**config.mk**
```make
export PLATFORM = sky130hd
export DESIGN_NAME = credit_receiver_flat
export DESIGN_NICKNAME = d
export VERILOG_FILES = /design/src/hdl/credit_link_pkg.sv /design/src/hdl/credit_link_if.sv /design/src/hdl/credit_counter.sv /design/src/hdl/credit_fifo.sv /design/src/hdl/credit_receiver.sv /design/src/flat_wrapper.sv
export VERILOG_INCLUDE_DIRS = /design/src /design/src/hdl
export SDC_FILE = /design/constraint.sdc
export NUM_CORES = 1
export LEC_CHECK = 0
export ABC_AREA = 0
export ABC_CLOCK_PERIOD_IN_PS = 4300
export BUFFER_PORTS_ARGS = -buffer_cell sky130_fd_sc_hd__buf_2
export CORE_MARGIN = 10
export CORE_UTILIZATION = 42
export DETAILED_ROUTE_END_ITERATION = 8
export PLACE_DENSITY_LB_ADDON = 0.12
export SYNTH_ARGS = -nofsm -noshare
export SYNTH_HDL_FRONTEND = slang
export SYNTH_SLANG_ARGS = --single-unit
```
**constraint.sdc**
```tcl
create_clock -name clk -period 4.3 [get_ports clk]
set_input_delay 0.86 -clock clk [delete_from_list [all_inputs] [get_ports clk]]
set_output_delay 0.86 -clock clk [all_outputs]
set_load 0.01 [all_outputs]
```
**src/hdl/credit_link_params.svh**
```systemverilog
// Credit link configuration
// Buffer depth, flit width, link delay and credit return batch size
// shared by every block of the link

`ifndef CREDIT_LINK_PARAMS_SVH
`define CREDIT_LINK_PARAMS_SVH

// Receiver FIFO slots, also the largest credit count
`define CL_FIFO_DEPTH 8

// Payload bits per flit
`define CL_DATA_W 16

// Register stages in each direction of the link
`define CL_LINK_LAT 2

// Most credits returned in one cycle, no more than CL_FIFO_DEPTH
`define CL_MAX_RET 2

`endif

```
**src/hdl/credit_link_pkg.sv**
```systemverilog
// Credit link types
// Flit layout and the counts used for credits and credit returns

`include "credit_link_params.svh"

package credit_link_pkg;

  // Count widths
  localparam int CREDIT_W = $clog2(`CL_FIFO_DEPTH + 1);
  localparam int RET_W    = $clog2(`CL_MAX_RET + 1);

  // 0 .. CL_FIFO_DEPTH
  typedef logic [CREDIT_W-1:0] credit_t;

  // 0 .. CL_MAX_RET
  typedef logic [RET_W-1:0] ret_t;

  // One flit on the link
  typedef struct packed {
    logic [`CL_DATA_W-1:0] data;
    logic                  last;
  } flit_t;

endpackage

```
**src/hdl/credit_link_if.sv**
```systemverilog
// Credit link channel
// Flits travel forward from sender to receiver, credit returns travel
// backward. Both directions are single-cycle strobes with no stall

`timescale 1ns/1ps

`include "credit_link_params.svh"

interface credit_link_if (
  input logic clk
);
  import credit_link_pkg::*;

  // Forward path, one flit per pulse
  logic  flit_valid;
  flit_t flit;

  // Backward path, crd_count credits per pulse
  logic  crd_valid;
  ret_t  crd_count;

  // Sender end
  modport tx (
    input  clk,
    output flit_valid,
    output flit,
    input  crd_valid,
    input  crd_count
  );

  // Receiver end
  modport rx (
    input  clk,
    input  flit_valid,
    input  flit,
    output crd_valid,
    output crd_count
  );

endinterface

```
**src/hdl/credit_counter.sv**
```systemverilog
// Credit counter
// Holds a pool of credits with independent increment and decrement in
// the same cycle. The decrement is refused when it would take more than
// is available, so the pool cannot underflow. Credits can be withheld
// at run time, and the reset value comes in on a port

`timescale 1ns/1ps

`include "credit_link_params.svh"

module credit_counter (
  input  logic                     clk,
  input  logic                     arst_n,
  input  logic                     incr_valid,
  input  credit_link_pkg::ret_t    incr,
  input  logic                     decr_valid,
  input  credit_link_pkg::ret_t    decr,
  input  credit_link_pkg::credit_t initial_value,
  input  credit_link_pkg::credit_t withhold,
  output logic                     decr_ready,
  output credit_link_pkg::credit_t value,
  output credit_link_pkg::credit_t available
);
  import credit_link_pkg::*;

  // One spare bit so sums and differences cannot wrap
  localparam int CALC_W = CREDIT_W + 1;
  localparam logic [CALC_W-1:0] MAX_VAL = CALC_W'(`CL_FIFO_DEPTH);

  // ----------------------------
  // Arithmetic
  // ----------------------------

  logic [CALC_W-1:0] incr_ext;
  logic [CALC_W-1:0] decr_ext;
  logic [CALC_W-1:0] hold_ext;
  logic [CALC_W-1:0] sum_ext;
  logic [CALC_W-1:0] avail_ext;
  logic [CALC_W-1:0] diff_ext;
  logic [CALC_W-1:0] next_ext;

  // Increment only counts when it is valid
  assign incr_ext = incr_valid ? CALC_W'(incr) : '0;

  // Decrement only counts when valid and accepted
  assign decr_ext = (decr_valid && decr_ready) ? CALC_W'(decr) : '0;

  assign hold_ext = CALC_W'(withhold);

  // Pool plus this cycle's returns
  assign sum_ext = CALC_W'(value) + incr_ext;

  // Available includes the increment but not the decrement,
  // which keeps decr_ready free of a loop through decr_valid
  assign avail_ext = (sum_ext > hold_ext) ? sum_ext - hold_ext : '0;

  // Clamp to the pool size
  assign available = (avail_ext > MAX_VAL) ? CREDIT_W'(MAX_VAL) : CREDIT_W'(avail_ext);

  // Ready looks at the amount only, never at decr_valid
  assign decr_ready = CALC_W'(decr) <= CALC_W'(available);

  // Accepted decrements never exceed the sum, floor kept for safety
  assign diff_ext = (sum_ext >= decr_ext) ? sum_ext - decr_ext : '0;

  // Saturate at the pool size
  assign next_ext = (diff_ext > MAX_VAL) ? MAX_VAL : diff_ext;

  // ----------------------------
  // Pool register
  // ----------------------------

  // Loads the initial value for as long as reset is held
  always_ff @(posedge clk or negedge arst_n) begin
    if (!arst_n) begin
      value <= initial_value;
    end else begin
      value <= CREDIT_W'(next_ext);
    end
  end

endmodule

```
**src/hdl/credit_fifo.sv**
```systemverilog
// Receiver flit buffer
// Circular buffer with an occupancy count. A write into a full buffer
// is dropped and sets a sticky overflow flag

`timescale 1ns/1ps

`include "credit_link_params.svh"

module credit_fifo (
  input  logic                   clk,
  input  logic                   arst_n,
  input  logic                   wr_en,
  input  credit_link_pkg::flit_t wr_flit,
  input  logic                   rd_en,
  output credit_link_pkg::flit_t rd_flit,
  output logic                   empty,
  output logic                   full
);
  import credit_link_pkg::*;

  localparam int DEPTH = `CL_FIFO_DEPTH;
  localparam int PTR_W = (DEPTH > 1) ? $clog2(DEPTH) : 1;
  localparam logic [PTR_W-1:0] LAST_PTR = PTR_W'(DEPTH - 1);

  flit_t            mem [DEPTH];
  logic [PTR_W-1:0] wr_ptr;
  logic [PTR_W-1:0] rd_ptr;
  credit_t          count;
  logic             overflow;
  logic             do_wr;
  logic             do_rd;

  assign empty = (count == '0);
  assign full  = (count == CREDIT_W'(DEPTH));

  assign do_rd = rd_en && !empty;
  assign do_wr = wr_en && !full;

  // Head of the buffer, shown without a read latency
  assign rd_flit = mem[rd_ptr];

  // Storage
  always_ff @(posedge clk) begin
    if (do_wr) begin
      mem[wr_ptr] <= wr_flit;
    end
  end

  // Pointers wrap at DEPTH, which need not be a power of two
  always_ff @(posedge clk or negedge arst_n) begin
    if (!arst_n) begin
      wr_ptr   <= '0;
      rd_ptr   <= '0;
      count    <= '0;
      overflow <= 1'b0;
    end else begin
      if (do_wr) begin
        wr_ptr <= (wr_ptr == LAST_PTR) ? '0 : wr_ptr + 1'b1;
      end
      if (do_rd) begin
        rd_ptr <= (rd_ptr == LAST_PTR) ? '0 : rd_ptr + 1'b1;
      end
      // Occupancy moves only when exactly one side is active
      if (do_wr && !do_rd) begin
        count <= count + 1'b1;
      end else if (do_rd && !do_wr) begin
        count <= count - 1'b1;
      end
      // Sticky once a write is lost
      overflow <= overflow || (wr_en && full);
    end
  end

endmodule

```
**src/hdl/credit_receiver.sv**
```systemverilog
// Credit link receiver
// Buffers arriving flits and presents the buffer head to the sink.
// Every pop owes the sender one credit. Owed credits go back in
// batches of up to CL_MAX_RET per cycle

`timescale 1ns/1ps

`include "credit_link_params.svh"

module credit_receiver (
  input  logic                   clk,
  input  logic                   arst_n,
  input  logic                   snk_ready,
  output logic                   snk_valid,
  output credit_link_pkg::flit_t snk_flit,
  credit_link_if.rx              link
);
  import credit_link_pkg::*;

  localparam credit_t MAX_RET = CREDIT_W'(`CL_MAX_RET);

  logic    fifo_empty;
  logic    pop;
  credit_t owed_avail;
  ret_t    ret_amt;

  // ----------------------------
  // Flit buffer
  // ----------------------------

  // Every arriving flit has a credit behind it, so the buffer
  // has room for it
  credit_fifo u_fifo (
    .clk     (clk),
    .arst_n  (arst_n),
    .wr_en   (link.flit_valid),
    .wr_flit (link.flit),
    .rd_en   (pop),
    .rd_flit (snk_flit),
    .empty   (fifo_empty),
    .full    ()
  );

  // Sink sees the head as soon as the write has landed
  assign snk_valid = !fifo_empty;
  assign pop       = snk_valid && snk_ready;

  // ----------------------------
  // Owed credits
  // ----------------------------

  // Starts empty with nothing withheld
  credit_counter u_owed (
    .clk           (clk),
    .arst_n        (arst_n),
    .incr_valid    (pop),
    .incr          (ret_t'(1)),
    .decr_valid    (link.crd_valid),
    .decr          (ret_amt),
    .initial_value ('0),
    .withhold      ('0),
    .decr_ready    (),
    .value         (),
    .available     (owed_avail)
  );

  // Batch is the lesser of what is owed and the per-cycle cap.
  // Owed includes the pop of this cycle
  assign ret_amt = (owed_avail > MAX_RET) ? RET_W'(MAX_RET) : RET_W'(owed_avail);

  // A nonzero batch always fits in what is owed
  assign link.crd_valid = (ret_amt != '0);
  assign link.crd_count = ret_amt;

endmodule

```
**src/flat_wrapper.sv**
```systemverilog
// flat-port wrapper written by rule: the top's interface ports become plain ports
module credit_receiver_flat import credit_link_pkg::*;
  (clk, arst_n, snk_ready, snk_valid, snk_flit, link_flit_valid, link_flit, link_crd_valid, link_crd_count);
  credit_link_if link_i (.clk(clk));
  input  logic clk;
  input  logic arst_n;
  input  logic snk_ready;
  output logic snk_valid;
  output credit_link_pkg::flit_t snk_flit;
  input wire logic [$bits(link_i.flit_valid)-1:0] link_flit_valid;
  input wire logic [$bits(link_i.flit)-1:0] link_flit;
  output wire logic [$bits(link_i.crd_valid)-1:0] link_crd_valid;
  output wire logic [$bits(link_i.crd_count)-1:0] link_crd_count;
  assign link_i.flit_valid = link_flit_valid;
  assign link_i.flit = link_flit;
  assign link_crd_valid = link_i.crd_valid;
  assign link_crd_count = link_i.crd_count;
  credit_receiver u_core (.clk(clk), .arst_n(arst_n), .snk_ready(snk_ready), .snk_valid(snk_valid), .snk_flit(snk_flit), .link(link_i));
endmodule
```
======== Yosys cells after proc, flatten, opt, wreduce, memory -nomap -nowiden ========
Memories as Yosys holds them, arrays and structs flattened.
Cells that the tools add are included.
Widths: inputs -> output; s select.
word-level totals
  flip-flop bits (word level) ............. 14
  bits in latches ......................... 0
  memory bits (writable) .................. 136
  bits in read-only memories .............. 0
  input port bits ......................... 21
  output and inout bits ................... 21
  logic and storage cells ................. 46
  memories ................................ 1
operators by class
  add/subtract/negate cells ............... 6
  $mul .................................... 0
  div/mod/pow operators ................... 0
  order comparisons ....................... 6
  equal/unequal tests ..................... 3
  shift operators ......................... 0
  mux-type cells .......................... 13
  bitwise gates (word level) .............. 0
  reductions and logical operators ........ 13
memories
  memory             depth  width  rd ports  clocked after Yosys merged registers in  write ports  line               source
  u_core.u_fifo.mem  8      17     1         0                                        1            credit_fifo.sv:25  flit_t mem [DEPTH];
operator list
  cell                 count
  $mux 4               4
  $gt 5x4->1 const B   2
  $mux 5               2
  $add 3x1->3 const B  2
  $eq 3x3->1 const B   2
  $logic_and 1x1->1    6
  $mux 3               2
  $add 4x5->5          1
  $ge 5x2->1           1
  $gt 5x1->1 const B   1
  $sub 5x2->5          1
  $add 4x1->4 const B  1
  $eq 4x4->1 const B   1
  $gt 4x2->1 const B   1
  $le 2x4->1           1
  $logic_not 1->1      4
  $logic_not 4->1      1
  $mux 2               2
  $reduce_bool 2->1    2
  $sub 4x1->4 const B  1
  $mux 1               3

======== Depth between registers and ports, before layout ========
Gate-level depths: netlist (run 1).
  depth after elaboration ................. 18
  depth in mapped cells ................... 14
  mapped depth without buffers ............ 14

======== Worst setup path before layout (run 1) ========
No wires, ideal clock.
  path type ............................... register to register
  start point ............................. reg u_core.u_fifo.count[1]
  end point ............................... reg u_core.u_owed.value[3]
  setup time .............................. 0.080 ns
  data arrival time ....................... 3.897 ns
  data required time ...................... 4.220 ns
  slack ................................... 0.323 ns
  stages on the path, launching flop included .. 14
  path buffers ............................ 0
  clock period less this slack ............ 3.977 ns
  cell sequence ........................... dfrtp_1 > or4_4 > nand2_1 > inv_1 > ha_1 > ha_1 > or2_2 > a211oi_1 > and2_1 > ha_1 > inv_1 > fa_1 > o32ai_1 > a2bb2oi_1
on the way
  cells in the longest elaborated chain, start to end .. 18
  elaborated cells on any way between the ends .. 20
  classes of those cells .................. 2 x add/sub; 6 x order compare; 7 x mux; 5 x reduce/logical
RTL lines
  element                                          line                                         source
  from (decl)                                      credit_fifo.sv:28                            credit_t count;
  from (signal assigned)                           credit_fifo.sv:65                            count <= count + 1'b1;
  from (signal assigned)                           credit_fifo.sv:67                            count <= count - 1'b1;
  $logic_not 4->1 (*)                              credit_fifo.sv:33                            assign empty = (count == '0);
  $logic_not 1->1 (*)                              credit_receiver.sv:45                        assign snk_valid = !fifo_empty;
  named net snk_valid                              flat_wrapper.sv:8                            output logic snk_valid;
  $logic_and 1x1->1 (*)                            credit_receiver.sv:46                        assign pop = snk_valid && snk_ready;
  $mux 1 (*)                                       credit_counter.sv:43                         assign incr_ext = incr_valid ? CALC_W'(incr) : '0;
  $add 4x5->5 (*)                                  credit_counter.sv:51                         assign sum_ext = CALC_W'(value) + incr_ext;
  $gt 5x1->1                                       credit_counter.sv:55                         assign avail_ext = (sum_ext > hold_ext) ? sum_ext - hold_ext : '0;
  $mux 5                                           credit_counter.sv:55
  (+4 left out)                                    n/a
  $le 2x4->1 or $reduce_bool 2->1 (tied branches)  credit_counter.sv:61, credit_receiver.sv:72
  $logic_and 1x1->1                                credit_counter.sv:46                         assign decr_ext = (decr_valid && decr_ready) ? CALC_W'(decr) : '0;
  $mux 2                                           credit_counter.sv:46
  $sub 5x2->5 or $ge 5x2->1 (tied branches)        credit_counter.sv:64                         assign diff_ext = (sum_ext >= decr_ext) ? sum_ext - decr_ext : '0;
  $mux 5 (*)                                       credit_counter.sv:64
  $gt 5x4->1                                       credit_counter.sv:67                         assign next_ext = (diff_ext > MAX_VAL) ? MAX_VAL : diff_ext;
  $mux 4 (*)                                       credit_counter.sv:67
  named net u_core.u_owed.next_ext[3]              credit_counter.sv:40                         logic [CALC_W-1:0] next_ext;
  to (signal assigned)                             credit_counter.sv:76                         value <= initial_value;
  to (signal assigned)                             credit_counter.sv:78                         value <= CREDIT_W'(next_ext);
  to (decl)                                        credit_counter.sv:21                         output credit_link_pkg::credit_t value,
The timed path passes the listed nets; every way through them passes the cells marked *.
A chain may end at the register's enable or synchronous reset.

======== Worst setup path in the final report (run 1) ========
  start point ............................. reg u_core.u_fifo.count[1]
  end point ............................... out link_crd_count[0]
on the way
  cells in the longest elaborated chain, start to end .. 11
RTL lines
  element                line                   source
  $logic_not 4->1 (*)    credit_fifo.sv:33
  $logic_not 1->1 (*)    credit_receiver.sv:45
  $logic_and 1x1->1 (*)  credit_receiver.sv:46
  $mux 1 (*)             credit_counter.sv:43
  $add 4x5->5 (*)        credit_counter.sv:51
  $gt 5x1->1             credit_counter.sv:55
  $mux 5 (*)             credit_counter.sv:55
  $gt 5x4->1             credit_counter.sv:58   assign available = (avail_ext > MAX_VAL) ? CREDIT_W'(MAX_VAL) : CREDIT_W'(avail_ext);
  $mux 4 (*)             credit_counter.sv:58
  $gt 4x2->1             credit_receiver.sv:69  assign ret_amt = (owed_avail > MAX_RET) ? RET_W'(MAX_RET) : RET_W'(owed_avail);
  $mux 2 (*)             credit_receiver.sv:69
  to (decl)              flat_wrapper.sv:13     output wire logic [$bits(link_i.crd_count)-1:0] link_crd_count;
Mark *: on every way between the ends. The rest lies on a longest branch, timed or not.

==> flow_summary.toml, run 1 <==
[timing]
final_hold_viol_count = 0
finalSetupTns_ps = 0
skew_ps = 3.98
max_freq_ghz = 0.243
slew_viol_final = 0
final-setup-viol-count = 0
tightest_slew_ps = 1090
timing.slew.headroom_pct = 27.2
rsz0062_at_grt = "false"
timing.final.crit_period_ps = 4120
timing.final.crit_share_pct = 95.8

[clocking]
cts_made_buffers = 17
cts_sinks = 150
cts_setup_buffers = 0
clockRootBuffer = "clkbuf_16"
cts.repair.resized = 0
cts.htree.levels = 4
postCtsHoldBufs = 0
cts_tree = "done"
worstSkewPairLatency_ps = 410
cts.path.max_buffers = 2
clk_pin_slew_ps = 60

[synth]
syn_inst = 296
ys_seq_elements = 150
yosysSeqAreaShare_pct = 71.4
synth_cell_types = 32
yosys_warnings = 0
syn-num-nets = 330
synth.cell_area_sq_um = 6210
syn_avg_cell_area_sq_um = 21.0

[setup_path]
path_buf_inv = 3
worst_setup_path_end_kind = "primary output"
slowest_stage = "or4_4"
crit_top_cell = "ha_1"
cp.arrival_ps = 3260
critPathMaxStageDelay_ps = 560
cp_top_family = "simple AND/OR/NAND/NOR gates"
required_ps = 3440
regToRegStartpoint = "u_core.u_fifo.count[1]"
startpoint = "u_core.u_fifo.count[1]"
crit_chain = "or4_4 > nand2_1 > inv_1 > ha_1 > ha_1 > or2_2 > a211oi_1 > buf_4 > and2_1 > buf_2"
startpoint_type = "flop"
critPathKind = "flop to primary output"
critPathMaxFanout = 7

[cells_and_area]
fin_area_sq_um = 7360
syn2layout_area_growth_pct = 18.5
layout_common_cells = "136 x edfxtp_1, 41 x buf_2, 33 x mux4_1"
fin_nets = 392
layout_commonest_cell = "edfxtp_1"
drive_above_1_share_pct = 31.0
final_cell_count_no_fill = 557
n_fill_cell = 1215

[job]
cap_violations = 0

[floorplanning]
fp.dieH_microns = 142
core_sq_um = 14500
core.rowCount = 44
dieArea_sq_um = 20100
die-width_microns = 142
boundaryPins = 42
start_util_pct = 42.7

[global_route]
grt-ovfl-total = 0
antenna_found_initial = 2
grt_util_all_layers_pct = 12.4
grt_pass1_vias = 3205
grt_pass1_wl_mm = 18.4
grt_max_degree = 37

[route]
ant_nets = 0
routed_via_density = 5.25
drt_wl_total_mm = 11.8
vias = 2927
drcViolationCount = 0
wl_per_cell_microns = 21.3
drt_pre_antenna_iters = 4
drt_iter0_markers = 175

[place]
dp_hpwl_mm = 7.51
place_congestion = 0.795
dpl_cell_area_sq_um = 6720
io_buffers = 41
placed_cells = 523

[power]
ir_drop_mv = 0.298
power.density_nw_per_um2 = 702
p_total_w = 0.00517
p_leak_nw = 2.66

[status]
status = "completed"

[min_path]
hold_class = "input pin to async pin"
## Yosys cell counts
| cell type | n | area share, % |
|---|---|---|
| edfxtp_1 | 136 | 66 |
| mux4_1 | 33 | 14 |
| mux2_2 | 19 | 3.4 |
| dfrtp_1 | 14 | 5.6 |
| nand2_1 | 12 | 0.73 |
| ha_1 | 11 | 2.2 |
| nor3_1 | 9 | 0.73 |
| inv_1 | 8 | 0.48 |
| nand2b_1 | 5 | 0.50 |
| nor2_1 | 5 | 0.30 |
| buf_6 | 4 | 0.73 |
| clkbuf_1 | 4 | 0.24 |
| o21ai_0 | 4 | 0.32 |
| xnor2_1 | 4 | 0.56 |
| mux2i_1 | 3 | 0.48 |
| xor2_1 | 3 | 0.42 |
| a211oi_1 | 2 | 0.24 |
| a21o_2 | 2 | 0.28 |
| and2_1 | 2 | 0.20 |
| buf_2 | 2 | 0.16 |
| fa_1 | 2 | 0.64 |
| nand3_1 | 2 | 0.16 |
| a21o_1 | 1 | 0.12 |
| a21oi_1 | 1 | 0.081 |
| a2bb2oi_1 | 1 | 0.14 |
| mux4_2 | 1 | 0.36 |
| nor3b_1 | 1 | 0.12 |
| nor4_1 | 1 | 0.10 |
| o32ai_1 | 1 | 0.14 |
| o41ai_4 | 1 | 0.44 |
| or2_2 | 1 | 0.10 |
| or4_4 | 1 | 0.18 |
## logic make-up after synthesis
kind of cell / share of synthesized area (%)
buf+inv: 1.61
compound gates: 1.77
mux: 18.3
simple gates: 3.12
fa+ha+maj: 2.86
flops: 71.4
xor+xnor: 0.987
## per-stage QoR
stage	hold WS, ps	util, %	worst slack [ps]
after CTS	347	50.6	160
after global placement	490	46.2	448
final	360	50.6	179
after global routing	376	50.6	3.84
after detailed placement	501	46.2	328
after floorplan	469	-	323
## routing by layer
metal  track usage (%)  routed length, microns
met4              4.84                     156
met1              15.0                    5350
met5                 0                       0
met2              20.4                    5940
met3              3.77                     396
## report_power, final
group          internal (W)  total [W]  switching (W)
logic              0.000798    0.00148       0.000679
registers           0.00185    0.00212       0.000269
clock network       0.00102    0.00158       0.000555
total               0.00367    0.00517        0.00150
## path summary, 6_finish.rpt
| path | slack, ps | endpoint | cells after the start |
|---|---|---|---|
| max reg2reg | 320 | u_core.u_owed.value[3] | 13 |
| min reg2reg | 520 | u_core.u_fifo.count[3] | 1 |
| max in group asynchronous | 3650 | u_core.u_fifo.rd_ptr[0] | 1 |
| min in group clk | 520 | u_core.u_fifo.count[3] | 1 |
| max | 180 | link_crd_count[0] | 10 |
| min | 360 | u_core.u_fifo.count[3] | 1 |
## sequential cells by signal (all words and copies together) (netlist names)
signal                count
u_core.u_fifo.count       4
u_core.u_fifo.mem       136
u_core.u_fifo.rd_ptr      3
u_core.u_fifo.wr_ptr      3
u_core.u_owed.value       4
## cell type report
type | count | area [sq um] | area share [%]
Clock buffer | 17 | 425 | 5.78
Antenna cell | 2 | 5.00 | 0.0680
Inverter | 8 | 30.0 | 0.408
Multi-Input combinational cell | 128 | 1700 | 23.1
Sequential cell | 150 | 4440 | 60.3
Tap cell | 184 | 230 | 3.13
Clock inverter | 15 | 209 | 2.84
Timing Repair Buffer | 53 | 320 | 4.35
(Power assumes the default switching activity.)
==> run 2, diff against run 1 <==
--- a/config.mk
+++ b/config.mk
@@ -11,3 +11,2 @@
 export BUFFER_PORTS_ARGS = -buffer_cell sky130_fd_sc_hd__buf_2
-export CORE_MARGIN = 10
 export CORE_UTILIZATION = 42
--- a/constraint.sdc
+++ b/constraint.sdc
@@ -3,2 +3,2 @@
 set_output_delay 0.86 -clock clk [all_outputs]
-set_load 0.01 [all_outputs]
+set_load 0.05 [all_outputs]
==> run 2 against run 1 <==
Hold slack got worse by 20 ps. Global-route usage rose by 3.8 points. Utilization shrank 0.27 points. Die area is 24% lower.
==> flow_summary.toml, run 2 (synthesis gave the netlist of run 1 again) <==
[global_route]
grt-ovfl-total = 0
grt_util_all_layers_pct = 16.3
antenna_found_initial = 1
grt_pass1_wl_mm = 17.1
grt_pass1_vias = 3033
grt_max_degree = 37

[timing]
timing.final.crit_period_ps = 4050
slew_viol_final = 0
skew_ps = 9.81
max_freq_ghz = 0.247
timing.final.crit_share_pct = 94.2
timing.slew.headroom_pct = 26.3
tightest_slew_ps = 1110
rsz0062_at_grt = "false"
final_hold_viol_count = 0
finalSetupTns_ps = 0
final-setup-viol-count = 0
fin_hold_ws_ps = 340

[setup_path]
regToRegStartpoint = "u_core.u_fifo.count[1]"
cp.arrival_ps = 3190
worst_setup_path_end_kind = "primary output"
critPathKind = "flop to primary output"
ff2ff_setup_slack_ps = 460
r2r-end = "u_core.u_owed.value[3]"
startpoint_type = "flop"
critPathMaxFanout = 7
required_ps = 3440
reg2reg_depth = 13

[status]
status = "completed"

[cells_and_area]
seqCellArea_sq_um = 4440
layout_common_cells = "136 x edfxtp_1, 40 x buf_2, 33 x mux4_1"
syn2layout_area_growth_pct = 17.4
final_cell_count_no_fill = 555
regMostFlops = "u_core.u_fifo.mem"
multi_input_area_sq_um = 1710
drive_above_1_share_pct = 31.4
layout_commonest_cell = "edfxtp_1"
fin_nets = 392
largest_reg_flops = 136
top_regs = "u_core.u_fifo.mem: 136 flops, u_core.u_fifo.count: 4 flops, u_core.u_owed.value: 4 flops"
n_fill_cell = 1174

[floorplanning]
fp.dieH_microns = 124
start_util_pct = 42.9
boundaryPins = 42
core_sq_um = 14500
dieArea_sq_um = 15300
core.rowCount = 44
die-width_microns = 124

[power]
power.density_nw_per_um2 = 756
pwr-share-clk_pct = 26.6
swShare_pct = 35.8
power_switching_w = 0.00197
p_leak_nw = 2.63
ir_drop_mv = 0.387
p_int_w = 0.00354
combPwrFrac_pct = 36.0
power_frac_seq_pct = 37.4

[clocking]
cts.htree.levels = 4
cts_made_buffers = 17
worstSkewPairLatency_ps = 420
cts_setup_buffers = 0
clockRootBuffer = "clkbuf_16"
postCtsHoldBufs = 0
cts_sinks = 150
cts.path.max_buffers = 2
clk_pin_slew_ps = 60
cts.repair.resized = 0
cts_tree = "done"

[place]
placed_cells = 523
io_buffers = 41
place_congestion = 0.723
dp_hpwl_mm = 6.49

[route]
routed_via_density = 5.28
vias = 2930
drt_pre_antenna_iters = 4
drt_iter0_markers = 168
drcViolationCount = 0
ant_nets = 0
drt_wl_total_mm = 11.3
wl_per_cell_microns = 20.3

[job]
cap_violations = 0

[min_path]
hold_class = "input pin to async pin"
run 2: power groups by stage:
stage / sequential [W] / clock, W / combinational, W
2_1_floorplan: 0.00196 / 0 / 0.00165
3_3_place_gp: 0.00208 / 0 / 0.00198
3_5_place_dp: 0.00210 / 0 / 0.00200
4_1_cts: 0.00207 / 0.00150 / 0.00201
5_1_grt: 0.00209 / 0.00155 / 0.00215
6_report: 0.00206 / 0.00147 / 0.00199
run 2: worst max-delay path: stages, from the launching register on:
cell      delay, ps
dfrtp_1         460
or4_4           570
nand2_2         160
inv_1            60
ha_1            210
ha_1            250
or2_2           310
a211oi_2        240
buf_4           170
and2_1          120
clkbuf_4        220
run 2: per-stage QoR:
stage	instance area (sq um)	utilization [%]	power (W)	worst slack, ps
3_5_place_dp	6700	46.2	0.00410	324
5_1_grt	7290	50.4	0.00580	55.7
3_3_place_gp	6700	46.2	0.00407	420
2_1_floorplan	6210	-	0.00362	199
4_1_cts	7280	50.3	0.00558	38.8
6_report	7290	50.4	0.00551	249
run 2: cell type report:
cell class                      count  share of cell area [%]
Multi-Input combinational cell    128                    23.5
Antenna cell                        1                  0.0343
Tap cell                          184                    3.16
Timing Repair Buffer               53                    4.08
Clock buffer                       17                    5.83
Inverter                            8                   0.412
Sequential cell                   150                    60.8
Clock inverter                     14                    2.18
run 2: how the worst max path moves through the flow:
stage                      startpoint                      to  cells past startpoint
6_report       u_core.u_fifo.count[1]       link_crd_count[0]                     10
2_1_floorplan  u_core.u_fifo.count[1]  u_core.u_owed.value[3]                     13
3_5_place_dp   u_core.u_fifo.count[1]  u_core.u_owed.value[3]                     13
3_3_place_gp   u_core.u_fifo.count[1]  u_core.u_owed.value[3]                     13
4_1_cts        u_core.u_fifo.count[1]       link_crd_count[0]                     10
5_1_grt        u_core.u_fifo.count[1]       link_crd_count[0]                     10
run 2: per-layer routing:
layer  share of wire [%]  vias to the layer above  global-route usage (%)
met4                 1.7                        0                    7.45
met5                   0                        -                       0
met2                  48                       43                    25.5
met1                  48                     1517                    21.4
li1                    -                     1354                       -
met3                 2.5                       16                    4.03
